### src/logic/mips_ctrl_pkg.sv
/*
 * Internal control encodings passed between pipeline stages.
 * The values are private to the core and carry no ISA meaning.
 */

package mips_ctrl_pkg;

   // alu function chosen in decode
   typedef enum logic [3:0] {
      alu_add,
      alu_sub,
      alu_and,
      alu_or,
      alu_xor,
      alu_nor,
      alu_slt,
      alu_sltu,
      alu_sll,
      alu_srl,
      alu_sra,
      alu_sllv,
      alu_srlv,
      alu_srav,
      alu_lui
   } alu_op_e;

   // source of the second alu operand
   typedef enum logic {
      opb_rt,
      opb_imm
   } opb_sel_e;

endpackage

### src/logic/mips_isa_pkg.sv
/*
 * MIPS32 instruction-set facts used by the core.
 * Covers only the integer subset this core decodes.
 * Field positions follow the standard R and I formats.
 */

package mips_isa_pkg;

   typedef logic [31:0] word_t;
   // byte address with the two low bits dropped
   typedef logic [29:0] word_addr_t;
   typedef logic [4:0]  reg_idx_t;
   typedef logic [15:0] imm16_t;
   typedef logic [4:0]  shamt_t;

   // primary opcodes, bits 31:26
   localparam logic [5:0] op_special = 6'h00;
   localparam logic [5:0] op_addiu   = 6'h09;
   localparam logic [5:0] op_andi    = 6'h0c;
   localparam logic [5:0] op_ori     = 6'h0d;
   localparam logic [5:0] op_xori    = 6'h0e;
   localparam logic [5:0] op_lui     = 6'h0f;
   localparam logic [5:0] op_sw      = 6'h2b;

   // funct field of op_special, bits 5:0
   localparam logic [5:0] fn_sll     = 6'h00;
   localparam logic [5:0] fn_srl     = 6'h02;
   localparam logic [5:0] fn_sra     = 6'h03;
   localparam logic [5:0] fn_sllv    = 6'h04;
   localparam logic [5:0] fn_srlv    = 6'h06;
   localparam logic [5:0] fn_srav    = 6'h07;
   localparam logic [5:0] fn_syscall = 6'h0c;
   localparam logic [5:0] fn_addu    = 6'h21;
   localparam logic [5:0] fn_subu    = 6'h23;
   localparam logic [5:0] fn_and     = 6'h24;
   localparam logic [5:0] fn_or      = 6'h25;
   localparam logic [5:0] fn_xor     = 6'h26;
   localparam logic [5:0] fn_nor     = 6'h27;
   localparam logic [5:0] fn_slt     = 6'h2a;
   localparam logic [5:0] fn_sltu    = 6'h2b;

   // register numbers with a fixed role
   localparam reg_idx_t reg_zero = 5'd0;
   localparam reg_idx_t reg_v0   = 5'd2;

   // $v0 code that makes syscall stop the core
   localparam word_t syscall_exit = 32'd10;

endpackage
### src/logic/mips_core.sv
/*
 * Four-stage in-order MIPS integer core: fetch, decode, execute, retire.
 * No loads, branches or HI/LO. Stores are full words only.
 * inst must hold the word at inst_addr within the same cycle.
 * Memory accepts every store, there is no back-pressure.
 */

`timescale 1ns/1ps

module mips_core #(
   parameter mips_isa_pkg::word_t text_start = 32'h00400000
) (
   input  logic                     clk,
   input  logic                     rst_b,
   input  mips_isa_pkg::word_t      inst,
   output mips_isa_pkg::word_addr_t inst_addr,
   output mips_isa_pkg::word_addr_t mem_addr,
   output mips_isa_pkg::word_t      mem_data_in,
   output logic [3:0]               mem_write_en,
   output logic                     halted
);

   // fetch to decode
   mips_isa_pkg::word_t     inst_d;
   // register file read ports
   mips_isa_pkg::reg_idx_t  rs_idx, rt_idx;
   mips_isa_pkg::word_t     rs_data, rt_data;
   // execute stage registers
   mips_ctrl_pkg::alu_op_e  ex_op;
   mips_ctrl_pkg::opb_sel_e ex_opb_sel;
   mips_isa_pkg::reg_idx_t  ex_rs_idx, ex_rt_idx, ex_dest;
   mips_isa_pkg::word_t     ex_rs_val, ex_rt_val, ex_imm;
   mips_isa_pkg::shamt_t    ex_shamt;
   logic                    ex_we, ex_store, ex_sys, ex_ri;
   // retire stage registers
   mips_isa_pkg::word_t     wb_result, wb_store_val;
   mips_isa_pkg::reg_idx_t  wb_dest;
   logic                    wb_we, wb_store, wb_sys, wb_ri;
   // register write, also the forwarding source
   logic                    wr_en;
   mips_isa_pkg::reg_idx_t  wr_idx;
   mips_isa_pkg::word_t     wr_data;

   mips_fetch #(.text_start(text_start)) i_fetch (.*);

   mips_decode i_decode (.*);

   mips_regfile i_regfile (.*);

   mips_execute i_execute (.*);

   mips_retire i_retire (.*);

endmodule

### src/logic/mips_retire.sv
/*
 * Retire stage: register write, store port and the halt flag.
 * Once halted, nothing behind the halting instruction takes effect.
 * halted is sticky until reset.
 */

`timescale 1ns/1ps

module mips_retire (
   input  logic                     clk,
   input  logic                     rst_b,
   input  mips_isa_pkg::word_t      wb_result,
   input  mips_isa_pkg::word_t      wb_store_val,
   input  mips_isa_pkg::reg_idx_t   wb_dest,
   input  logic                     wb_we,
   input  logic                     wb_store,
   input  logic                     wb_sys,
   input  logic                     wb_ri,
   output logic                     wr_en,
   output mips_isa_pkg::reg_idx_t   wr_idx,
   output mips_isa_pkg::word_t      wr_data,
   output mips_isa_pkg::word_addr_t mem_addr,
   output mips_isa_pkg::word_t      mem_data_in,
   output logic [3:0]               mem_write_en,
   output logic                     halted
);

   logic halt_set;

   assign wr_en   = wb_we && !halted;
   assign wr_idx  = wb_dest;
   assign wr_data = wb_result;

   // full-word stores only, so all byte lanes go together
   assign mem_addr     = wb_result[31:2];
   assign mem_data_in  = wb_store_val;
   assign mem_write_en = {4{wb_store && !halted}};

   // syscall exits only when $v0 holds the exit code
   assign halt_set = !halted &&
                     (wb_ri || (wb_sys && (wb_store_val == mips_isa_pkg::syscall_exit)));

   always_ff @(posedge clk or negedge rst_b) begin
      if (!rst_b) begin
         halted <= 1'b0;
      end else if (halt_set) begin
         halted <= 1'b1;
      end
   end

endmodule

### src/logic/mips_execute.sv
/*
 * Operand forwarding from retire, the ALU and the retire-stage registers.
 * Only one forwarding source exists since the pipeline has no
 * stage between execute and retire.
 */

`timescale 1ns/1ps

module mips_execute (
   input  logic                    clk,
   input  logic                    rst_b,
   input  mips_ctrl_pkg::alu_op_e  ex_op,
   input  mips_ctrl_pkg::opb_sel_e ex_opb_sel,
   input  mips_isa_pkg::reg_idx_t  ex_rs_idx,
   input  mips_isa_pkg::reg_idx_t  ex_rt_idx,
   input  mips_isa_pkg::word_t     ex_rs_val,
   input  mips_isa_pkg::word_t     ex_rt_val,
   input  mips_isa_pkg::word_t     ex_imm,
   input  mips_isa_pkg::shamt_t    ex_shamt,
   input  mips_isa_pkg::reg_idx_t  ex_dest,
   input  logic                    ex_we,
   input  logic                    ex_store,
   input  logic                    ex_sys,
   input  logic                    ex_ri,
   input  logic                    wr_en,
   input  mips_isa_pkg::reg_idx_t  wr_idx,
   input  mips_isa_pkg::word_t     wr_data,
   output mips_isa_pkg::word_t     wb_result,
   output mips_isa_pkg::word_t     wb_store_val,
   output mips_isa_pkg::reg_idx_t  wb_dest,
   output logic                    wb_we,
   output logic                    wb_store,
   output logic                    wb_sys,
   output logic                    wb_ri
);

   mips_isa_pkg::word_t rs_fwd, rt_fwd, opb, alu_out;
   logic                rs_hit, rt_hit;

   // the retiring instruction's result replaces a stale read
   assign rs_hit = wr_en && (wr_idx == ex_rs_idx) && (ex_rs_idx != mips_isa_pkg::reg_zero);
   assign rt_hit = wr_en && (wr_idx == ex_rt_idx) && (ex_rt_idx != mips_isa_pkg::reg_zero);
   assign rs_fwd = rs_hit ? wr_data : ex_rs_val;
   assign rt_fwd = rt_hit ? wr_data : ex_rt_val;
   assign opb    = (ex_opb_sel == mips_ctrl_pkg::opb_imm) ? ex_imm : rt_fwd;

   always_comb begin
      case (ex_op)
         mips_ctrl_pkg::alu_add:  alu_out = rs_fwd + opb;
         mips_ctrl_pkg::alu_sub:  alu_out = rs_fwd - opb;
         mips_ctrl_pkg::alu_and:  alu_out = rs_fwd & opb;
         mips_ctrl_pkg::alu_or:   alu_out = rs_fwd | opb;
         mips_ctrl_pkg::alu_xor:  alu_out = rs_fwd ^ opb;
         mips_ctrl_pkg::alu_nor:  alu_out = ~(rs_fwd | opb);
         mips_ctrl_pkg::alu_slt:  alu_out = {31'b0, $signed(rs_fwd) < $signed(opb)};
         mips_ctrl_pkg::alu_sltu: alu_out = {31'b0, rs_fwd < opb};
         // fixed shifts take the amount from the instruction
         mips_ctrl_pkg::alu_sll:  alu_out = opb << ex_shamt;
         mips_ctrl_pkg::alu_srl:  alu_out = opb >> ex_shamt;
         mips_ctrl_pkg::alu_sra:  alu_out = $signed(opb) >>> ex_shamt;
         // variable shifts use only the low five bits of rs
         mips_ctrl_pkg::alu_sllv: alu_out = opb << rs_fwd[4:0];
         mips_ctrl_pkg::alu_srlv: alu_out = opb >> rs_fwd[4:0];
         mips_ctrl_pkg::alu_srav: alu_out = $signed(opb) >>> rs_fwd[4:0];
         mips_ctrl_pkg::alu_lui:  alu_out = {opb[15:0], 16'h0000};
         default:                 alu_out = '0;
      endcase
   end

   always_ff @(posedge clk or negedge rst_b) begin
      if (!rst_b) begin
         wb_we    <= 1'b0;
         wb_store <= 1'b0;
         wb_sys   <= 1'b0;
         wb_ri    <= 1'b0;
      end else begin
         wb_we    <= ex_we;
         wb_store <= ex_store;
         wb_sys   <= ex_sys;
         wb_ri    <= ex_ri;
      end
   end

   // store data and the syscall's $v0 both travel as the rt value
   always_ff @(posedge clk) begin
      wb_result    <= alu_out;
      wb_store_val <= rt_fwd;
      wb_dest      <= ex_dest;
   end

endmodule

### src/logic/mips_regfile.sv
/*
 * 32-entry register file, two read ports and one write port.
 * A read of the register written in the same cycle returns the new value.
 */

`timescale 1ns/1ps

module mips_regfile (
   input  logic                   clk,
   input  logic                   rst_b,
   input  mips_isa_pkg::reg_idx_t rs_idx,
   input  mips_isa_pkg::reg_idx_t rt_idx,
   input  logic                   wr_en,
   input  mips_isa_pkg::reg_idx_t wr_idx,
   input  mips_isa_pkg::word_t    wr_data,
   output mips_isa_pkg::word_t    rs_data,
   output mips_isa_pkg::word_t    rt_data
);

   mips_isa_pkg::word_t regs [32];

   // $0 is never written, and the read mux forces it to zero anyway
   always_ff @(posedge clk or negedge rst_b) begin
      if (!rst_b) begin
         for (int i = 0; i < 32; i++) begin
            regs[i] <= '0;
         end
      end else if (wr_en && (wr_idx != mips_isa_pkg::reg_zero)) begin
         regs[wr_idx] <= wr_data;
      end
   end

   // write-through read, shared by both ports
   function automatic mips_isa_pkg::word_t read_port(mips_isa_pkg::reg_idx_t idx);
      if (idx == mips_isa_pkg::reg_zero) begin
         return '0;
      end else if (wr_en && (wr_idx == idx)) begin
         return wr_data;
      end
      return regs[idx];
   endfunction

   always_comb begin
      rs_data = read_port(rs_idx);
   end

   always_comb begin
      rt_data = read_port(rt_idx);
   end

endmodule

### src/logic/mips_decode.sv
/*
 * Field extraction, control decode and execute-stage registers.
 * Anything outside the supported subset is flagged as reserved.
 * Writes to $0 are dropped here by clearing the write enable.
 */

`timescale 1ns/1ps

module mips_decode (
   input  logic                    clk,
   input  logic                    rst_b,
   input  mips_isa_pkg::word_t     inst_d,
   input  mips_isa_pkg::word_t     rs_data,
   input  mips_isa_pkg::word_t     rt_data,
   output mips_isa_pkg::reg_idx_t  rs_idx,
   output mips_isa_pkg::reg_idx_t  rt_idx,
   output mips_ctrl_pkg::alu_op_e  ex_op,
   output mips_ctrl_pkg::opb_sel_e ex_opb_sel,
   output mips_isa_pkg::reg_idx_t  ex_rs_idx,
   output mips_isa_pkg::reg_idx_t  ex_rt_idx,
   output mips_isa_pkg::word_t     ex_rs_val,
   output mips_isa_pkg::word_t     ex_rt_val,
   output mips_isa_pkg::word_t     ex_imm,
   output mips_isa_pkg::shamt_t    ex_shamt,
   output mips_isa_pkg::reg_idx_t  ex_dest,
   output logic                    ex_we,
   output logic                    ex_store,
   output logic                    ex_sys,
   output logic                    ex_ri
);

   logic [5:0]              opcode, funct;
   mips_isa_pkg::reg_idx_t  rd_field, dest;
   mips_isa_pkg::imm16_t    imm;
   mips_isa_pkg::word_t     imm_ext;
   mips_ctrl_pkg::alu_op_e  op;
   mips_ctrl_pkg::opb_sel_e opb_sel;
   logic                    is_rtype, sign_ext, we, store, sys, ri;

   assign opcode   = inst_d[31:26];
   assign funct    = inst_d[5:0];
   assign rd_field = inst_d[15:11];
   assign imm      = inst_d[15:0];

   always_comb begin
      op       = mips_ctrl_pkg::alu_add;
      opb_sel  = mips_ctrl_pkg::opb_imm;
      is_rtype = 1'b0;
      sign_ext = 1'b0;
      we       = 1'b1;
      store    = 1'b0;
      sys      = 1'b0;
      ri       = 1'b0;
      case (opcode)
         mips_isa_pkg::op_special: begin
            is_rtype = 1'b1;
            opb_sel  = mips_ctrl_pkg::opb_rt;
            case (funct)
               mips_isa_pkg::fn_addu: op = mips_ctrl_pkg::alu_add;
               mips_isa_pkg::fn_subu: op = mips_ctrl_pkg::alu_sub;
               mips_isa_pkg::fn_and:  op = mips_ctrl_pkg::alu_and;
               mips_isa_pkg::fn_or:   op = mips_ctrl_pkg::alu_or;
               mips_isa_pkg::fn_xor:  op = mips_ctrl_pkg::alu_xor;
               mips_isa_pkg::fn_nor:  op = mips_ctrl_pkg::alu_nor;
               mips_isa_pkg::fn_slt:  op = mips_ctrl_pkg::alu_slt;
               mips_isa_pkg::fn_sltu: op = mips_ctrl_pkg::alu_sltu;
               mips_isa_pkg::fn_sll:  op = mips_ctrl_pkg::alu_sll;
               mips_isa_pkg::fn_srl:  op = mips_ctrl_pkg::alu_srl;
               mips_isa_pkg::fn_sra:  op = mips_ctrl_pkg::alu_sra;
               mips_isa_pkg::fn_sllv: op = mips_ctrl_pkg::alu_sllv;
               mips_isa_pkg::fn_srlv: op = mips_ctrl_pkg::alu_srlv;
               mips_isa_pkg::fn_srav: op = mips_ctrl_pkg::alu_srav;
               mips_isa_pkg::fn_syscall: begin
                  we  = 1'b0;
                  sys = 1'b1;
               end
               default: begin
                  we = 1'b0;
                  ri = 1'b1;
               end
            endcase
         end
         mips_isa_pkg::op_addiu: sign_ext = 1'b1;
         mips_isa_pkg::op_andi:  op = mips_ctrl_pkg::alu_and;
         mips_isa_pkg::op_ori:   op = mips_ctrl_pkg::alu_or;
         mips_isa_pkg::op_xori:  op = mips_ctrl_pkg::alu_xor;
         mips_isa_pkg::op_lui:   op = mips_ctrl_pkg::alu_lui;
         mips_isa_pkg::op_sw: begin
            // address is rs plus the signed offset
            sign_ext = 1'b1;
            we       = 1'b0;
            store    = 1'b1;
         end
         default: begin
            we = 1'b0;
            ri = 1'b1;
         end
      endcase
   end

   assign imm_ext = sign_ext ? {{16{imm[15]}}, imm} : {16'h0000, imm};
   assign dest    = is_rtype ? rd_field : inst_d[20:16];
   assign rs_idx  = inst_d[25:21];
   // syscall reads $v0 through the rt port
   assign rt_idx  = sys ? mips_isa_pkg::reg_v0 : inst_d[20:16];

   always_ff @(posedge clk or negedge rst_b) begin
      if (!rst_b) begin
         ex_we    <= 1'b0;
         ex_store <= 1'b0;
         ex_sys   <= 1'b0;
         ex_ri    <= 1'b0;
      end else begin
         ex_we    <= we && (dest != mips_isa_pkg::reg_zero);
         ex_store <= store;
         ex_sys   <= sys;
         ex_ri    <= ri;
      end
   end

   always_ff @(posedge clk) begin
      ex_op      <= op;
      ex_opb_sel <= opb_sel;
      ex_rs_idx  <= rs_idx;
      ex_rt_idx  <= rt_idx;
      ex_rs_val  <= rs_data;
      ex_rt_val  <= rt_data;
      ex_imm     <= imm_ext;
      ex_shamt   <= inst_d[10:6];
      ex_dest    <= dest;
   end

endmodule

### src/logic/mips_fetch.sv
/*
 * Program counter and decode-stage instruction register.
 * No stalls: both advance every cycle until halted.
 * text_start must be word aligned.
 */

`timescale 1ns/1ps

module mips_fetch #(
   parameter mips_isa_pkg::word_t text_start = 32'h00400000
) (
   input  logic                     clk,
   input  logic                     rst_b,
   input  mips_isa_pkg::word_t      inst,
   input  logic                     halted,
   output mips_isa_pkg::word_addr_t inst_addr,
   output mips_isa_pkg::word_t      inst_d
);

   // pc is kept as a word address, the byte offset is always zero
   always_ff @(posedge clk or negedge rst_b) begin
      if (!rst_b) begin
         inst_addr <= text_start[31:2];
         // all-zero word decodes as sll $0, a no-op
         inst_d    <= '0;
      end else if (!halted) begin
         inst_addr <= inst_addr + 30'd1;
         inst_d    <= inst;
      end
   end

endmodule

### config.mk
export PLATFORM = sky130hd
export DESIGN_NAME = mips_core
export DESIGN_NICKNAME = d
export VERILOG_FILES = /design/src/logic/mips_ctrl_pkg.sv /design/src/logic/mips_isa_pkg.sv /design/src/logic/mips_core.sv /design/src/logic/mips_retire.sv /design/src/logic/mips_execute.sv /design/src/logic/mips_regfile.sv /design/src/logic/mips_decode.sv /design/src/logic/mips_fetch.sv
export SDC_FILE = /design/constraint.sdc
export NUM_CORES = 2
export LEC_CHECK = 0
export BUFFER_PORTS_ARGS = -buffer_cell sky130_fd_sc_hd__buf_2
export CAP_MARGIN = 5
export CELL_PAD_IN_SITES_DETAIL_PLACEMENT = 1
export CELL_PAD_IN_SITES_GLOBAL_PLACEMENT = 1
export CORE_MARGIN = 5
export CORE_UTILIZATION = 49
export DETAILED_ROUTE_END_ITERATION = 6
export PLACE_DENSITY = 0.74
export SKIP_CTS_REPAIR_TIMING = 1
export SLEW_MARGIN = 40
export SYNTH_ARGS = -nofsm -noshare
export SYNTH_HDL_FRONTEND = slang
export SYNTH_SLANG_ARGS = --single-unit
### constraint.sdc
create_clock -name clk -period 11.8 [get_ports clk]
set_clock_uncertainty 0.2 [all_clocks]
set_input_delay 1.18 -clock clk [delete_from_list [all_inputs] [get_ports clk]]
set_output_delay 1.18 -clock clk [all_outputs]
set_load 0.05 [all_outputs]
---- Word-level counts from Yosys, hierarchy flattened ----
Cells that the tools add are included.
word-level totals
  flip-flop bits (word level) ............. 1,270
  word-level logic and storage cells ...... 183
cells by class
  $add $sub $neg .......................... 3
  order comparisons ....................... 6
  equal/unequal tests ..................... 39
  shift operators ......................... 6
  mux-type cells .......................... 37
  bitwise gates (word level) .............. 7
  reductions and logical operators ........ 29
operator list
  operator                                                                 count
  1024-bit bitwise mux                                                     1
  32-bit one-hot mux with 15 select lines                                  1
  32-bit two-way mux                                                       14
  32-bit binary-select mux with 5-bit select                               2
  32-bit demux with 5-bit select                                           1
  32-bit less-than comparator                                              2
  32-bit by 5-bit << shifter with 32-bit output                            2
  32-bit by 5-bit >> shifter with 32-bit output                            2
  32-bit by 5-bit >>> shifter with 32-bit output                           2
  6-bit equality test (second input constant)                              9
  4-bit one-hot mux with 13 select lines                                   1
  6-bit by 4-bit equality test with 1-bit output (second input constant)   6
  32-bit adder                                                             1
  32-bit AND                                                               1
  32-bit by 4-bit equality test with 1-bit output (second input constant)  1
  32-bit NOT                                                               1
  32-bit OR                                                                1
  32-bit subtractor                                                        1
  32-bit XOR                                                               1
  30-bit by 1-bit adder with 30-bit output (second input constant)         1
  4-bit equality test (second input constant)                              7
  5-bit equality test                                                      4
  4-bit one-hot mux with 5 select lines                                    1
  5-bit nonzero test                                                       4
  22 further kinds                                                         60

---- Longest topological paths before layout ----
  depth after elaboration ................. 9
  gate-level depth with buffers ........... 23
  gate-level depth less buffers ........... 19

---- Cells and area by module ----
A second synthesis with hierarchy kept.
second synthesis, totals
  cells, all modules ...................... 6,197
  area total of the unflattened synthesis .. 76,210.6 um^2
modules (own cells, without submodules)
  module        instances  cells each  area each (um^2)  sequential area each (um^2)
  mips_regfile  1          3,652       55,444.4          25,624.6
  mips_execute  1          2,037       14,402.6          1,481.4
  mips_decode   1          206         2,856.5           2,122.0
  mips_fetch    1          184         2,593.7           1,552.7
  mips_retire   1          118         913.4             25.0

---- Worst setup path before layout ----
OpenSTA, ideal clock, no wires.
  path type ............................... register to register
  from .................................... register i_retire.halted
  to ...................................... register i_execute.wb_result[31]
  setup time .............................. 0.135 ns
  data arrival time ....................... 4.954 ns
  setup slack ............................. 6.511 ns
  cell stages (with the launch flop) ...... 21
  period minus slack after synthesis ...... 5.289 ns
  path through ............................ dfrtp_1 nor2b_1 buf_4 nand2_1 buf_2 nor3_1 buf_4 buf_2 o311ai_1 inv_1 ha_1 clkbuf_1 nor4_1 a21boi_1 nor2_1 o41ai_1 and3b_1 a2111oi_0 o21ai_0 a211oi_1 o211ai_1
on the way
  cells in the longest elaborated chain, start to end .. 9
  elaborated cells on any way between the ends .. 22
  those cells by class .................... add/sub: 2; shift: 6; mux: 4; bitwise: 4; reduce/logical: 6
RTL lines
  what                                                       line                RTL
  from (decl)                                                mips_retire.sv:25   output logic halted
  from (signal assigned)                                     mips_retire.sv:45   halted <= 1'b0;
  from (signal assigned)                                     mips_retire.sv:47   halted <= 1'b1;
  1-bit logical NOT *                                        mips_retire.sv:30   assign wr_en = wb_we && !halted;
  1-bit logical AND *                                        mips_retire.sv:30
  branches (longest 6 deep; another with 32-bit subtractor)  --
  32-bit one-hot mux with 15 select lines *                  mips_execute.sv:48  case (ex_op)
  to (signal assigned)                                       mips_execute.sv:86  wb_result <= alu_out;
  to (decl)                                                  mips_execute.sv:28  output mips_isa_pkg::word_t wb_result,
Mark *: on every way between the ends.
A chain may end at the register's enable or synchronous reset.

---- Final worst setup path ----
  from .................................... register i_execute.wb_dest[0]
  to ...................................... register i_execute.wb_result[31]
on the way
  elaborated cells on any way between the ends .. 22
  those cells by class .................... add/sub: 2; eq/ne: 2; shift: 6; mux: 4; bitwise: 4; reduce/logical: 4
RTL lines
  what                                       line                RTL
  from (decl)                                mips_execute.sv:30  output mips_isa_pkg::reg_idx_t wb_dest,
  from (signal assigned)                     mips_execute.sv:88  wb_dest <= ex_dest;
  5-bit equality test *                      mips_execute.sv:42  assign rt_hit = wr_en && (wr_idx == ex_rt_idx) && (ex_rt_idx != mips_isa_pkg::reg_zero);
  1-bit logical AND * (2 in series)          mips_execute.sv:42
  32-bit two-way mux *                       mips_execute.sv:44  assign rt_fwd = rt_hit ? wr_data : ex_rt_val;
  named net i_execute.rt_fwd[2]              mips_execute.sv:37  mips_isa_pkg::word_t rs_fwd, rt_fwd, opb, alu_out;
  32-bit two-way mux *                       mips_execute.sv:45  assign opb = (ex_opb_sel == mips_ctrl_pkg::opb_imm) ? ex_imm : rt_fwd;
  32-bit subtractor (tied with other cells)  mips_execute.sv:50  mips_ctrl_pkg::alu_sub: alu_out = rs_fwd - opb;
  32-bit one-hot mux with 15 select lines *  mips_execute.sv:48
The timed path passes the listed nets; every way through them passes the cells marked *.

==> qor.txt <==
Pin count of the biggest net entering global routing: 158
Max-slew violations: 0
Hold path depth: 0
Row Count: 145
Syn avg cell area: 10.4 sq um
Root buffer cell: clkbuf_16
R2R depth: 19
Yosys reg bits: 1265
WL/cell: 35.2 um
Final Hold Vio Count: 0
Crit path time final: 6.62 ns
Post-Synthesis Cells: 7380
Max-cap violation count: 0
Final Non-Filler Cells: 9290
F_max: 151 MHz
# setup viols final: 0
Layout cells sized above 1: 30.0%
GR Util met1: 50.2%
Top delay family on crit path: compound AO/OA/AOI/OAI gates
WP buf/inv: 2
ANT nets after route: 0
Drt first pass iters: 7
Layout area overhead: 10.4%
Post-layout net count: 7232
Cell with the most instances after synthesis: dfrtp_1
Mapped Nets: 7513
Share of the synthesized area in the top cell type: 35.7%
Peak supply drop: 0.149 mV
Global route hottest layer: met2
Worst slew margin: 33.8%
GR Overflow Total: 0
Initial core utilization: 49.2%
Crit path max fanout: 38
Met3 usage: 8.92%
Die W: 406 um
Status: completed
Initial antenna violation count: 16
Arrival time at the worst endpoint: 7.05 ns
Via Count: 65000
Number of synthesized flops with an enable pin: 0
PD cells: 131 nW/um^2
HP Class: reg2reg
CP Launch Type: flop
Post-route setup TNS: 0 ns
Worst-margin pin slew: 0.969 ns
Register area share after synthesis: 40.1%
Total GRT Usage: 39.0%
CP Cell Sequence: xnor2_2, nand3_1, nor3_2, buf_4, mux2_2, mux2_2, inv_1, ha_1, o21ai_0, a211oi_1, o41ai_1, a311oi_1, a211oi_1, o21bai_1, a21o_1, a41o_1, nand2_1, o211a_1, o211ai_1
Power Total: 11.1 mW
CTS tree: built
I/O pin count: 131
Via density: 7.00
Final core occ: 54.3%
Remaining DRCs: 0
Hpwl dp: 204 mm
Mapped Area: 76800 sq um
CP max-delay cell: dfxtp_2
PortBufs: 130
Ys async rst share: 86.6%
Die height: 406 um
H-tree Lvls: 4
Synth cell types: 97
# placed instances: 9001
RSZ-0062 raised after global routing: false
First-pass GRT wire length: 473 mm
GP Congestion: 1.05
Clock transition at path regs: 0.07 ns
Ranking of synthesized cells by area: dfrtp_1 36%, mux2_2 16%, mux4_2 9.7%
Static leakage: 37.8 nW
Die footprint: 165000 sq um
Number of clock sinks: 1265
Max stage delay on crit path: 0.74 ns
Type of the worst setup path: reg2reg
WL final: 327 mm
Stages on the worst setup path: 19
Critical path capture point type: flop
Fillers: 16600
Cell taking the most area after synthesis: dfrtp_1
Max Root-Sink Buffers: 3
Part of the cycle the worst path needs: 56.1%
Synth Flop Type: dfrtp_1
GR Util met2: 60.2%
Synth warn: 0
Commonest cells in the synthesized netlist: 1094 x dfrtp_1, 1068 x mux2_2, 944 x nand2_1
Vias in the first global route: 67000
Later-pin clock latency in the skew report: 0.81 ns
Core ar.: 156000 sq um
First DRT Iteration DRCs: 7258
CTS buffer count: 147
Worst EP required: 12.23 ns
==> cell families after synthesis <==
family,count (synthesis),synth area share (%)
compound gates,1414,12.6
flops,1265,40.1
buf+inv,891,4.67
fa+ha+maj,99,1.63
simple gates,2054,12.3
mux,1596,27.9
xor+xnor,61,0.725
==> path summary, 6_finish.rpt <==
kind | from | endpoint | slack, ns
worst max-delay path | i_execute.wb_dest[0]$_DFF_P_ | i_execute.wb_result[31]$_SDFF_PN0_ | 5.18
worst min-delay path | i_decode.ex_dest[1]$_DFF_P_ | i_execute.wb_dest[1]$_DFF_P_ | 0.13
worst max register to register | i_execute.wb_dest[0]$_DFF_P_ | i_execute.wb_result[31]$_SDFF_PN0_ | 5.18
worst min register to register | i_decode.ex_dest[1]$_DFF_P_ | i_execute.wb_dest[1]$_DFF_P_ | 0.13
max in group asynchronous | rst_b | i_fetch.inst_d[19]$_DFFE_PN0N_ | 9.01
min in group asynchronous | rst_b | i_regfile.regs[473]$_DFFE_PN0P_ | 0.18
==> final cells by class <==
| type | count | area, sq um | share of cell area, % |
|---|---|---|---|
| multi-input combinational | 5224 | 43100 | 50.8 |
| timing repair buffer | 345 | 2650 | 3.12 |
| antenna | 7 | 17.5 | 0.0207 |
| clock buffer | 218 | 4310 | 5.09 |
| inverter | 116 | 453 | 0.534 |
| tap | 2058 | 2570 | 3.04 |
| sequential | 1265 | 30900 | 36.4 |
| clock inverter | 57 | 817 | 0.964 |
==> cell usage in the layout, fill, tap and decap left out, drive strengths merged, types with 198 or more instances in the layout <==
| master | Yosys | routed |
|---|---|---|
| mux4 | 330 | 330 |
| mux2 | 1068 | 1068 |
| clkbuf | 552 | 218 |
| a211oi | 357 | 357 |
| nor2 | 315 | 315 |
| dfrtp | 1094 | 1094 |
| buf | 223 | 345 |
| nor2b | 215 | 215 |
| a21oi | 405 | 405 |
| nand2 | 945 | 945 |
| mux2i | 198 | 198 |
==> layer usage <==
| metal | part of all wire [%] | up-vias |
|---|---|---|
| met5 | 0.018 | - |
| met4 | 7.2 | 10 |
| met3 | 9.4 | 1133 |
| met2 | 45 | 3541 |
| met1 | 38 | 33900 |
| li1 | - | 26400 |
==> registers in the layout (all words and copies together), names as in the netlist, 5 cells and up <==
signal                  cells
i_execute.wb_dest           5
i_decode.ex_rs_idx          5
i_regfile.regs           1024
i_decode.ex_rs_val         32
i_decode.ex_rt_val         32
i_fetch.inst_d             32
i_execute.wb_store_val     32
i_execute.wb_result        32
i_decode.ex_dest            5
i_decode.ex_rt_idx          5
i_fetch.inst_addr          30
i_decode.ex_imm            13
==> power by group <==
group / internal (mW) / total, mW / switching [mW]
combinational: 0.439 / 1.71 / 1.27
clock: 2.85 / 4.88 / 2.03
sequential: 4.40 / 4.55 / 0.150
total: 7.69 / 11.1 / 3.45
==> worst reg2reg max path, cell delays in order, from the launching register on <==
cell	delay, ns
dfxtp_2	0.74
xnor2_2	0.19
nand3_1	0.51
nor3_2	0.26
buf_4	0.48
mux2_2	0.43
mux2_2	0.35
inv_1	0.19
ha_1	0.33
o21ai_0	0.19
a211oi_1	0.10
o41ai_1	0.72
a311oi_1	0.30
a211oi_1	0.52
o21bai_1	0.12
a21o_1	0.25
a41o_1	0.26
nand2_1	0.07
o211a_1	0.15
o211ai_1	0.09
==> per-stage QoR <==
stage               hold slack (ns)  instance area (sq um)  worst slack (ns)
floorplan                     0.110                  76800              6.51
global placement              0.133                  79000              5.19
detailed placement            0.123                  79400              5.16
CTS                           0.127                  84600              5.12
global route                  0.143                  84800              4.92
finish                        0.128                  84800              5.18
(Power assumes the default switching activity.)
